==> src/nocPkg.sv <==
package nocPkg;

  localparam int flitWidth = 32;
  localparam int idWidth = 3;
  localparam int lengthWidth = 12;
  localparam int destWidth = 8;
  localparam int payloadWidth = flitWidth - idWidth;

  typedef enum logic [idWidth-1:0] {
    flitIdle = 3'd0,
    flitHead = 3'd1,
    flitBody = 3'd2,
    flitTail = 3'd3
  } flitIdT;

  // Length counts every flit of the packet, the head included
  typedef struct packed {
    flitIdT flitId;
    logic [lengthWidth-1:0] length;
    logic [destWidth-1:0] destination;
    logic [8:0] reserved;
  } headFieldsT;

  typedef struct packed {
    flitIdT flitId;
    logic [payloadWidth-1:0] payload;
  } bodyFieldsT;

  // Both views keep flitId in the top bits, so either one can read it
  typedef union packed {
    headFieldsT head;
    bodyFieldsT body;
  } flitWordT;

  typedef struct packed {
    logic valid;
    flitWordT word;
  } linkFlitT;

endpackage
==> src/portPkg.sv <==
package portPkg;

  localparam int numPorts = 5;

  typedef enum logic [2:0] {
    portLocal = 3'd0,
    portNorth = 3'd1,
    portEast = 3'd2,
    portWest = 3'd3,
    portSouth = 3'd4
  } portT;

  // Bit 0 is idle, bits 1 to 5 follow portT order
  typedef enum logic [5:0] {
    grantIdle = 6'b000001,
    grantLocal = 6'b000010,
    grantNorth = 6'b000100,
    grantEast = 6'b001000,
    grantWest = 6'b010000,
    grantSouth = 6'b100000
  } grantT;

  typedef struct packed {
    logic valid;
    portT srcPort;
    nocPkg::flitWordT word;
  } outFlitT;

endpackage

==> src/routerOutput.sv <==
module routerOutput #(
  parameter int fifoDepth = 8
) (
  input logic clk,
  input logic rst,
  input nocPkg::linkFlitT [portPkg::numPorts-1:0] linkIn,
  output logic [portPkg::numPorts-1:0] full,
  output portPkg::outFlitT outFlit
);
  import nocPkg::*;
  import portPkg::*;

  logic [numPorts-1:0] wrEn;
  flitWordT [numPorts-1:0] wrWord;
  flitWordT [numPorts-1:0] front;
  logic [numPorts-1:0] notEmpty;
  logic [numPorts-1:0] sendGrant;

  // One input unit and one FIFO per link, in portT order
  for (genvar i = 0; i < numPorts; i++)
  begin : genPort
    inputUnit unitInst (
      .clk(clk),
      .rst(rst),
      .linkIn(linkIn[i]),
      .full(full[i]),
      .wrEn(wrEn[i]),
      .wrWord(wrWord[i])
    );

    flitFifo #(
      .fifoDepth(fifoDepth)
    ) fifoInst (
      .clk(clk),
      .rst(rst),
      .wrEn(wrEn[i]),
      .wrWord(wrWord[i]),
      .rdEn(sendGrant[i]),
      .front(front[i]),
      .notEmpty(notEmpty[i]),
      .full(full[i])
    );
  end

  outputArbiter arbiterInst (
    .clk(clk),
    .rst(rst),
    .front(front),
    .notEmpty(notEmpty),
    .sendGrant(sendGrant)
  );

  outputMux muxInst (
    .clk(clk),
    .rst(rst),
    .front(front),
    .sendGrant(sendGrant),
    .outFlit(outFlit)
  );

endmodule

==> src/outputMux.sv <==
module outputMux (
  input logic clk,
  input logic rst,
  input nocPkg::flitWordT [portPkg::numPorts-1:0] front,
  input logic [portPkg::numPorts-1:0] sendGrant,
  output portPkg::outFlitT outFlit
);
  import portPkg::*;

  portT selPort;
  logic anyGrant;

  // The grant is one-hot, so the loop simply finds its set bit
  always_comb
  begin
    selPort = portLocal;
    anyGrant = 1'b0;
    for (int i = 0; i < numPorts; i++)
    begin
      if (sendGrant[i])
      begin
        selPort = portT'(3'(i));
        anyGrant = 1'b1;
      end
    end
  end

  always_ff @(posedge clk)
  begin
    if (rst)
    begin
      outFlit.valid <= 1'b0;
    end
    else
    begin
      outFlit.valid <= anyGrant;
      if (anyGrant)
      begin
        outFlit.srcPort <= selPort;
        outFlit.word <= front[selPort];
      end
    end
  end

endmodule

==> src/outputArbiter.sv <==
module outputArbiter (
  input logic clk,
  input logic rst,
  input nocPkg::flitWordT [portPkg::numPorts-1:0] front,
  input logic [portPkg::numPorts-1:0] notEmpty,
  output logic [portPkg::numPorts-1:0] sendGrant
);
  import portPkg::*;

  grantT state;
  grantT nextState;
  logic [numPorts-1:0] timesUp;
  logic portState;
  int curPort;

  // First ready port found by a cyclic search that begins at start
  function automatic grantT firstReady(input logic [numPorts-1:0] ready, input int start);
    int idx;
    grantT pick;
    pick = grantIdle;
    for (int k = numPorts - 1; k >= 0; k--)
    begin
      idx = (start + k) % numPorts;
      if (ready[idx])
        pick = grantT'(6'b000010 << idx);
    end
    return pick;
  endfunction

  for (genvar i = 0; i < numPorts; i++)
  begin : genTimer
    holdTimer timerInst (
      .clk(clk),
      .rst(rst),
      .front(front[i]),
      .runTimer(sendGrant[i]),
      .timesUp(timesUp[i])
    );
  end

  always_ff @(posedge clk)
  begin
    if (rst)
      state <= grantIdle;
    else
      state <= nextState;
  end

  always_comb
  begin
    portState = 1'b1;
    curPort = 0;
    case (state)
      grantLocal: curPort = 0;
      grantNorth: curPort = 1;
      grantEast: curPort = 2;
      grantWest: curPort = 3;
      grantSouth: curPort = 4;
      default: portState = 1'b0;
    endcase
  end

  // The held port is the last candidate when its packet ends
  always_comb
  begin
    sendGrant = '0;
    if (state == grantIdle)
    begin
      nextState = firstReady(notEmpty, 0);
    end
    else if (!portState)
    begin
      nextState = grantIdle;
    end
    else if (notEmpty[curPort] && !timesUp[curPort])
    begin
      sendGrant[curPort] = 1'b1;
      nextState = state;
    end
    else
    begin
      nextState = firstReady(notEmpty, curPort + 1);
    end
  end

endmodule

==> src/holdTimer.sv <==
module holdTimer (
  input logic clk,
  input logic rst,
  input nocPkg::flitWordT front,
  input logic runTimer,
  output logic timesUp
);
  import nocPkg::*;

  logic [lengthWidth-1:0] count;
  logic [lengthWidth-1:0] holdLength;

  always_ff @(posedge clk)
  begin
    if (rst)
    begin
      count <= '0;
      holdLength <= '0;
    end
    else
    begin
      // A waiting head loads its length before the grant starts counting
      if (front.head.flitId == flitHead && !runTimer)
        holdLength <= front.head.length;
      if (runTimer)
        count <= count + 1'b1;
      else
        count <= '0;
    end
  end

  assign timesUp = (count == holdLength);

endmodule

==> src/inputUnit.sv <==
module inputUnit (
  input logic clk,
  input logic rst,
  input nocPkg::linkFlitT linkIn,
  input logic full,
  output logic wrEn,
  output nocPkg::flitWordT wrWord
);
  import nocPkg::*;

  flitIdT linkId;
  logic inPacket;
  logic accept;

  assign linkId = linkIn.word.head.flitId;

  // Body and tail flits only pass inside an open packet
  always_comb
  begin
    accept = 1'b0;
    if (linkIn.valid && !full)
    begin
      case (linkId)
        flitHead: accept = 1'b1;
        flitBody, flitTail: accept = inPacket;
        default: accept = 1'b0;
      endcase
    end
  end

  // Framing follows the link itself, so a dropped head still opens a packet
  always_ff @(posedge clk)
  begin
    if (rst)
    begin
      inPacket <= 1'b0;
      wrEn <= 1'b0;
    end
    else
    begin
      wrEn <= accept;
      if (linkIn.valid && linkId == flitHead)
        inPacket <= 1'b1;
      else if (linkIn.valid && linkId == flitTail)
        inPacket <= 1'b0;
    end
  end

  always_ff @(posedge clk)
  begin
    wrWord <= linkIn.word;
  end

endmodule

==> src/flitFifo.sv <==
module flitFifo #(
  parameter int fifoDepth = 8
) (
  input logic clk,
  input logic rst,
  input logic wrEn,
  input nocPkg::flitWordT wrWord,
  input logic rdEn,
  output nocPkg::flitWordT front,
  output logic notEmpty,
  output logic full
);
  import nocPkg::*;

  localparam int ptrWidth = $clog2(fifoDepth);
  localparam logic [ptrWidth:0] maxCount = (ptrWidth + 1)'(fifoDepth);

  flitWordT mem [fifoDepth];
  logic [ptrWidth-1:0] wrPtr;
  logic [ptrWidth-1:0] rdPtr;
  logic [ptrWidth:0] count;
  logic doWrite;
  logic doRead;

  assign doWrite = wrEn && !full;
  assign doRead = rdEn && notEmpty;

  // Pointers wrap on their own because the depth is a power of two
  always_ff @(posedge clk)
  begin
    if (rst)
    begin
      wrPtr <= '0;
      rdPtr <= '0;
      count <= '0;
    end
    else
    begin
      if (doWrite)
        wrPtr <= wrPtr + 1'b1;
      if (doRead)
        rdPtr <= rdPtr + 1'b1;
      if (doWrite && !doRead)
        count <= count + 1'b1;
      else if (doRead && !doWrite)
        count <= count - 1'b1;
    end
  end

  always_ff @(posedge clk)
  begin
    if (doWrite)
      mem[wrPtr] <= wrWord;
  end

  assign front = mem[rdPtr];
  assign notEmpty = (count != '0);
  assign full = (count == maxCount);

endmodule

==> config.mk <==
export PLATFORM = sky130hd
export DESIGN_NAME = routerOutput
export DESIGN_NICKNAME = d
export VERILOG_FILES = /design/src/nocPkg.sv /design/src/portPkg.sv /design/src/routerOutput.sv /design/src/outputMux.sv /design/src/outputArbiter.sv /design/src/holdTimer.sv /design/src/inputUnit.sv /design/src/flitFifo.sv
export SDC_FILE = /design/constraint.sdc
export NUM_CORES = 2
export LEC_CHECK = 0
export ABC_AREA = 1
export BUFFER_PORTS_ARGS = -buffer_cell sky130_fd_sc_hd__buf_2
export CAP_MARGIN = 30
export CORE_MARGIN = 8
export CORE_UTILIZATION = 39
export DETAILED_ROUTE_END_ITERATION = 16
export GPL_ROUTABILITY_DRIVEN = 0
export MAX_ROUTING_LAYER = met4
export SLEW_MARGIN = 20
export SYNTH_ARGS = -nofsm -noshare
export SYNTH_HDL_FRONTEND = slang
export SYNTH_SLANG_ARGS = --single-unit
==> constraint.sdc <==
create_clock -name clk -period 3.7 [get_ports clk]
set_clock_uncertainty 0.05 [all_clocks]
set_input_delay 0.555 -clock clk [delete_from_list [all_inputs] [get_ports clk]]
set_output_delay 0.555 -clock clk [all_outputs]
set_load 0.01 [all_outputs]
==> impl_metrics.prom <==
# TYPE chip_impl_metric gauge
chip_impl_metric{name="synth.ff_latch_count",unit=""} 1677
chip_impl_metric{name="via_per_inst",unit=""} 5.26
chip_impl_metric{name="final_layout_size_suffix_gt1_share",unit="%"} 15.0
chip_impl_metric{name="area_growth",unit="%"} 19.4
chip_impl_metric{name="cts-buffers-inserted",unit=""} 172
chip_impl_metric{name="initial_core_util",unit="%"} 39.3
chip_impl_metric{name="port-buffer-count",unit=""} 207
chip_impl_metric{name="synth-simple-area-share",unit="%"} 11.3
chip_impl_metric{name="grt_overflow_total",unit=""} 0
chip_impl_info{name="top_area_cells_in_the_synthesized_netlist",value="sky130_fd_sc_hd__edfxtp_1 (60%), sky130_fd_sc_hd__dfxtp_1 (11%), sky130_fd_sc_hd__o21ai_0 (6.1%)"} 1
chip_impl_info{name="cp-start-kind",value="flop"} 1
chip_impl_metric{name="synth_top_area_share",unit="%"} 60.1
chip_impl_metric{name="setup_viol",unit=""} 6
chip_impl_metric{name="cts.htree.levels",unit=""} 4
chip_impl_metric{name="grt_antenna_before_repair",unit=""} 1
chip_impl_info{name="rsz0062_at_grt",value="true"} 1
chip_impl_metric{name="cts.sink_count",unit=""} 1677
chip_impl_metric{name="share_comb_of_total_power",unit="%"} 4.2
chip_impl_metric{name="synth_cells",unit=""} 5510
chip_impl_info{name="failing_checks",value="negative setup slack"} 1
chip_impl_metric{name="via_count_of_the_first_global_routing_pass",unit=""} 41800
chip_impl_info{name="most_common_cell_on_crit_path",value="sky130_fd_sc_hd__nand2_2"} 1
chip_impl_metric{name="die-area",unit="mm2"} 0.182
chip_impl_metric{name="dr.pass1.iters",unit=""} 6
chip_impl_metric{name="antenna_violating_nets_post_route",unit=""} 0
chip_impl_metric{name="cts-root-to-sink-buffers",unit=""} 3
chip_impl_info{name="yosys-top-cells-count",value="sky130_fd_sc_hd__edfxtp_1 (1,315), sky130_fd_sc_hd__nor2_1 (1,054), sky130_fd_sc_hd__o21ai_0 (806), sky130_fd_sc_hd__nand2_1 (413), sky130_fd_sc_hd__dfxtp_1 (362)"} 1
chip_impl_info{name="category_of_the_critical_setup_timing_path",value="reg -> reg"} 1
chip_impl_info{name="yosys.cell_count.top_type",value="sky130_fd_sc_hd__edfxtp_1"} 1
chip_impl_metric{name="synth_mux_area_share",unit="%"} 0
chip_impl_metric{name="max_cap_viols",unit=""} 0
chip_impl_metric{name="synth_cell_types",unit=""} 61
chip_impl_metric{name="drc",unit=""} 0
chip_impl_metric{name="power_density",unit="mW/mm2"} 505
chip_impl_info{name="cts_tree",value="built"} 1
chip_impl_metric{name="preCtsSetupSlack",unit="ns"} -0.278
chip_impl_metric{name="report.final.slew_viol_count",unit=""} 0
chip_impl_metric{name="synth_area_per_cell",unit="um2"} 11.9
chip_impl_metric{name="synth.yosys.seq_area_share",unit="%"} 71.1
chip_impl_info{name="synth_top_flop_cell",value="sky130_fd_sc_hd__edfxtp_1"} 1
chip_impl_metric{name="drt-initial-drc-count",unit=""} 3849
chip_impl_info{name="ctsRootBufferMaster",value="sky130_fd_sc_hd__clkbuf_16"} 1
chip_impl_metric{name="fill_cells",unit=""} 14800
chip_impl_metric{name="post_synthesis_cell_area",unit="mm2"} 0.0657
chip_impl_info{name="yosys.area.top_type",value="sky130_fd_sc_hd__edfxtp_1"} 1
chip_impl_info{name="timing.critical_path.to_type",value="flop"} 1
chip_impl_metric{name="seq_power_share",unit="%"} 52.2
chip_impl_metric{name="total_switching_power",unit="W"} 0.00852
chip_impl_info{name="run_status",value="finished with violations"} 1
chip_impl_metric{name="finalHoldViolations",unit=""} 0
chip_impl_metric{name="cp_max_fo",unit=""} 8
chip_impl_metric{name="die_width",unit="um"} 426
chip_impl_metric{name="floorplan.io_pins",unit=""} 208
chip_impl_metric{name="timing.final.crit_period",unit="ns"} 3.84
chip_impl_metric{name="synth-edff-count",unit=""} 1315
chip_impl_metric{name="irDropWorstVdd",unit="uV"} 550
chip_impl_metric{name="final_net_count",unit=""} 6212
chip_impl_metric{name="cts.reportedPaths.clkPinSlew",unit="ns"} 0.07
chip_impl_metric{name="grt_start_max_net_pins",unit=""} 129
chip_impl_metric{name="yosys.area_share.adder",unit="%"} 1.31
chip_impl_metric{name="critPathMaxStageDelay",unit="ns"} 0.34
chip_impl_metric{name="layout_setup_ws",unit="ns"} -0.141
chip_impl_metric{name="vias",unit=""} 43800
chip_impl_metric{name="detailedPlacementHpwl",unit="um"} 106000
chip_impl_metric{name="fin_setup_tns",unit="ns"} -0.522
chip_impl_metric{name="clkLatencyLatePin",unit="ns"} 0.82
chip_impl_info{name="synth_top_family_by_area",value="compound AO/OA/AOI/OAI gates"} 1
chip_impl_metric{name="grt_util_all_layers",unit="%"} 19.2
chip_impl_metric{name="finalCritPeriodShare",unit="%"} 104
chip_impl_metric{name="worst-endpoint-required",unit="ns"} 4.39
chip_impl_info{name="critical_path.slowest_cell",value="sky130_fd_sc_hd__dfxtp_2"} 1
chip_impl_metric{name="max_slew_margin",unit="%"} 37.6
chip_impl_metric{name="internal_power_component",unit="W"} 0.0311
chip_impl_metric{name="die_height",unit="um"} 426
chip_impl_info{name="worst_hold_path_type",value="in -> reg"} 1
chip_impl_metric{name="maxClockFrequency",unit="GHz"} 0.260
chip_impl_metric{name="num_rows",unit=""} 150
chip_impl_metric{name="worstPathArrival",unit="ns"} 4.53
chip_impl_metric{name="grt_first_pass_wirelength",unit="um"} 261000
chip_impl_metric{name="cellLeakagePower",unit="nW"} 27.5
chip_impl_metric{name="area_inside_the_core_boundary",unit="mm2"} 0.167
chip_impl_metric{name="synth_compound_area_share",unit="%"} 12.0
chip_impl_metric{name="route.detailed.wl_per_inst",unit="um"} 21.0
chip_impl_metric{name="worst_slew_pin_slew",unit="ns"} 0.936
chip_impl_metric{name="postSynth.asyncResetShare",unit="%"} 0
chip_impl_metric{name="share_clk_of_total_power",unit="%"} 43.6
chip_impl_metric{name="power_switching_share",unit="%"} 21.5
chip_impl_metric{name="routed_wl",unit="um"} 175000
chip_impl_metric{name="yosys_warnings",unit=""} 0
chip_impl_metric{name="synthXorXnorAreaFrac",unit="%"} 1.26
worst max-delay path: cells and delay by family (launching register included):
kind / cells / cell delay, ns
fa+ha+maj: 3 / 0.59
simple gates: 21 / 2.46
buf+inv: 2 / 0.07
compound gates: 2 / 0.28
flops: 1 / 0.34
state kept, by name, summed over array words and instances, names as in the netlist, named ones only:
name,flops
genPort.fifoInst.mem,1280
arbiterInst.state,6
muxInst.outFlit,36
arbiterInst.genTimer.timerInst.count,60
genPort.fifoInst.rdPtr,15
arbiterInst.genTimer.timerInst.holdLength,60
genPort.fifoInst.count,20
genPort.fifoInst.wrPtr,15
genPort.unitInst.wrEn,5
genPort.unitInst.inPacket,5
genPort.unitInst.wrWord,160
metrics by stage:
step	utilization [%]	total power, W	area, um2	std cells	hold WS, ns
final	46.9	0.0396	78500	8335	0.0854
after global routing	46.9	0.0409	78500	8330	0.0844
after CTS	46.7	0.0399	78100	8319	0.0369
after detailed placement	42.2	0.0225	70600	7824	0.391
after global placement	42.2	0.0224	70600	7824	0.380
after floorplan	-	0.0218	65900	5516	0.374
layer usage:
layer	wire length, um	global-route usage (%)	up-vias
li1	-	-	20800
met1	75300	24.9	21500
met2	82900	30.4	1226
met3	8620	2.62	328
met4	8430	8.35	0
met5	0	-	-
kinds of logic (layout without fill, tap and decap cells):
family / count (synthesis) / after routing
fa+ha+maj: 66 / 66
simple gates: 1771 / 1771
flops: 1677 / 1677
compound gates: 1378 / 1378
xor+xnor: 93 / 93
other cells: 2 / 14
buf+inv: 523 / 1132
cell type report:
class	count	area (um2)	share of cell area, %
Inverter	220	841	1.07
Clock buffer	244	4830	6.15
Timing Repair Buffer	592	4630	5.90
Multi-Input combinational cell	3316	17700	22.6
Antenna cell	6	15.0	0.0191
Tap cell	2204	2760	3.51
Sequential cell	1677	46800	59.6
Clock inverter	76	882	1.12
power groups by stage:
stage                     clock network [W]  registers, W  logic [W]
after detailed placement                  0        0.0211    0.00137
after CTS                            0.0176        0.0207    0.00157
final                                0.0173        0.0207    0.00166
after global routing                 0.0183        0.0207    0.00180
after floorplan                           0        0.0210   0.000804
after global placement                    0        0.0211    0.00136
path summary, 6_finish.rpt:
path,slack (ns),to,start,depth (start not counted)
max,-0.14,arbiterInst.state[2],arbiterInst.state[1],28
min,0.09,genPort[3].unitInst.inPacket,linkIn[131],5
max reg2reg,-0.14,arbiterInst.state[2],arbiterInst.state[1],28
min reg2reg,0.40,genPort[1].unitInst.inPacket,genPort[1].unitInst.inPacket,2
layout by cell type, fill, tap and decap left out, types with 17 or more instances in the layout:
master	Yosys	layout
sky130_fd_sc_hd__clkbuf_8	0	21
sky130_fd_sc_hd__buf_4	5	196
sky130_fd_sc_hd__dfxtp_1	362	347
sky130_fd_sc_hd__xor2_1	62	60
sky130_fd_sc_hd__nand3_2	6	17
sky130_fd_sc_hd__xnor2_1	29	28
sky130_fd_sc_hd__nand2_1	413	388
sky130_fd_sc_hd__o211ai_1	35	35
sky130_fd_sc_hd__buf_12	0	22
sky130_fd_sc_hd__a31oi_1	101	101
sky130_fd_sc_hd__nand3_1	139	127
sky130_fd_sc_hd__edfxtp_1	1315	1315
sky130_fd_sc_hd__nor3_1	30	29
sky130_fd_sc_hd__o22ai_1	189	189
sky130_fd_sc_hd__a32o_1	17	17
sky130_fd_sc_hd__o221ai_1	69	69
sky130_fd_sc_hd__o21ai_0	806	805
sky130_fd_sc_hd__ha_1	61	47
sky130_fd_sc_hd__nor2_4	4	50
sky130_fd_sc_hd__clkbuf_1	265	49
sky130_fd_sc_hd__dlygate4sd3_1	0	162
sky130_fd_sc_hd__nor2_1	1054	1003
sky130_fd_sc_hd__clkbuf_16	0	174
sky130_fd_sc_hd__nand4_1	30	30
sky130_fd_sc_hd__clkinv_1	6	24
sky130_fd_sc_hd__a21oi_1	93	87
sky130_fd_sc_hd__clkinv_2	0	29
sky130_fd_sc_hd__buf_2	9	207
sky130_fd_sc_hd__nand2_2	10	28
sky130_fd_sc_hd__nor3b_1	18	18
sky130_fd_sc_hd__inv_1	199	181
sky130_fd_sc_hd__inv_2	14	26
sky130_fd_sc_hd__a211oi_1	27	24
what timing repair did:
item	CTS	global route
buffers inserted	13	10
cloned	0	0
endpoints found under the hold margin	164	0
endpoints found under the setup margin	7	10
hold buffers	162	0
pin swaps	27	44
resized for setup	29	66
Note: power is estimated with default switching activity, not from simulation.
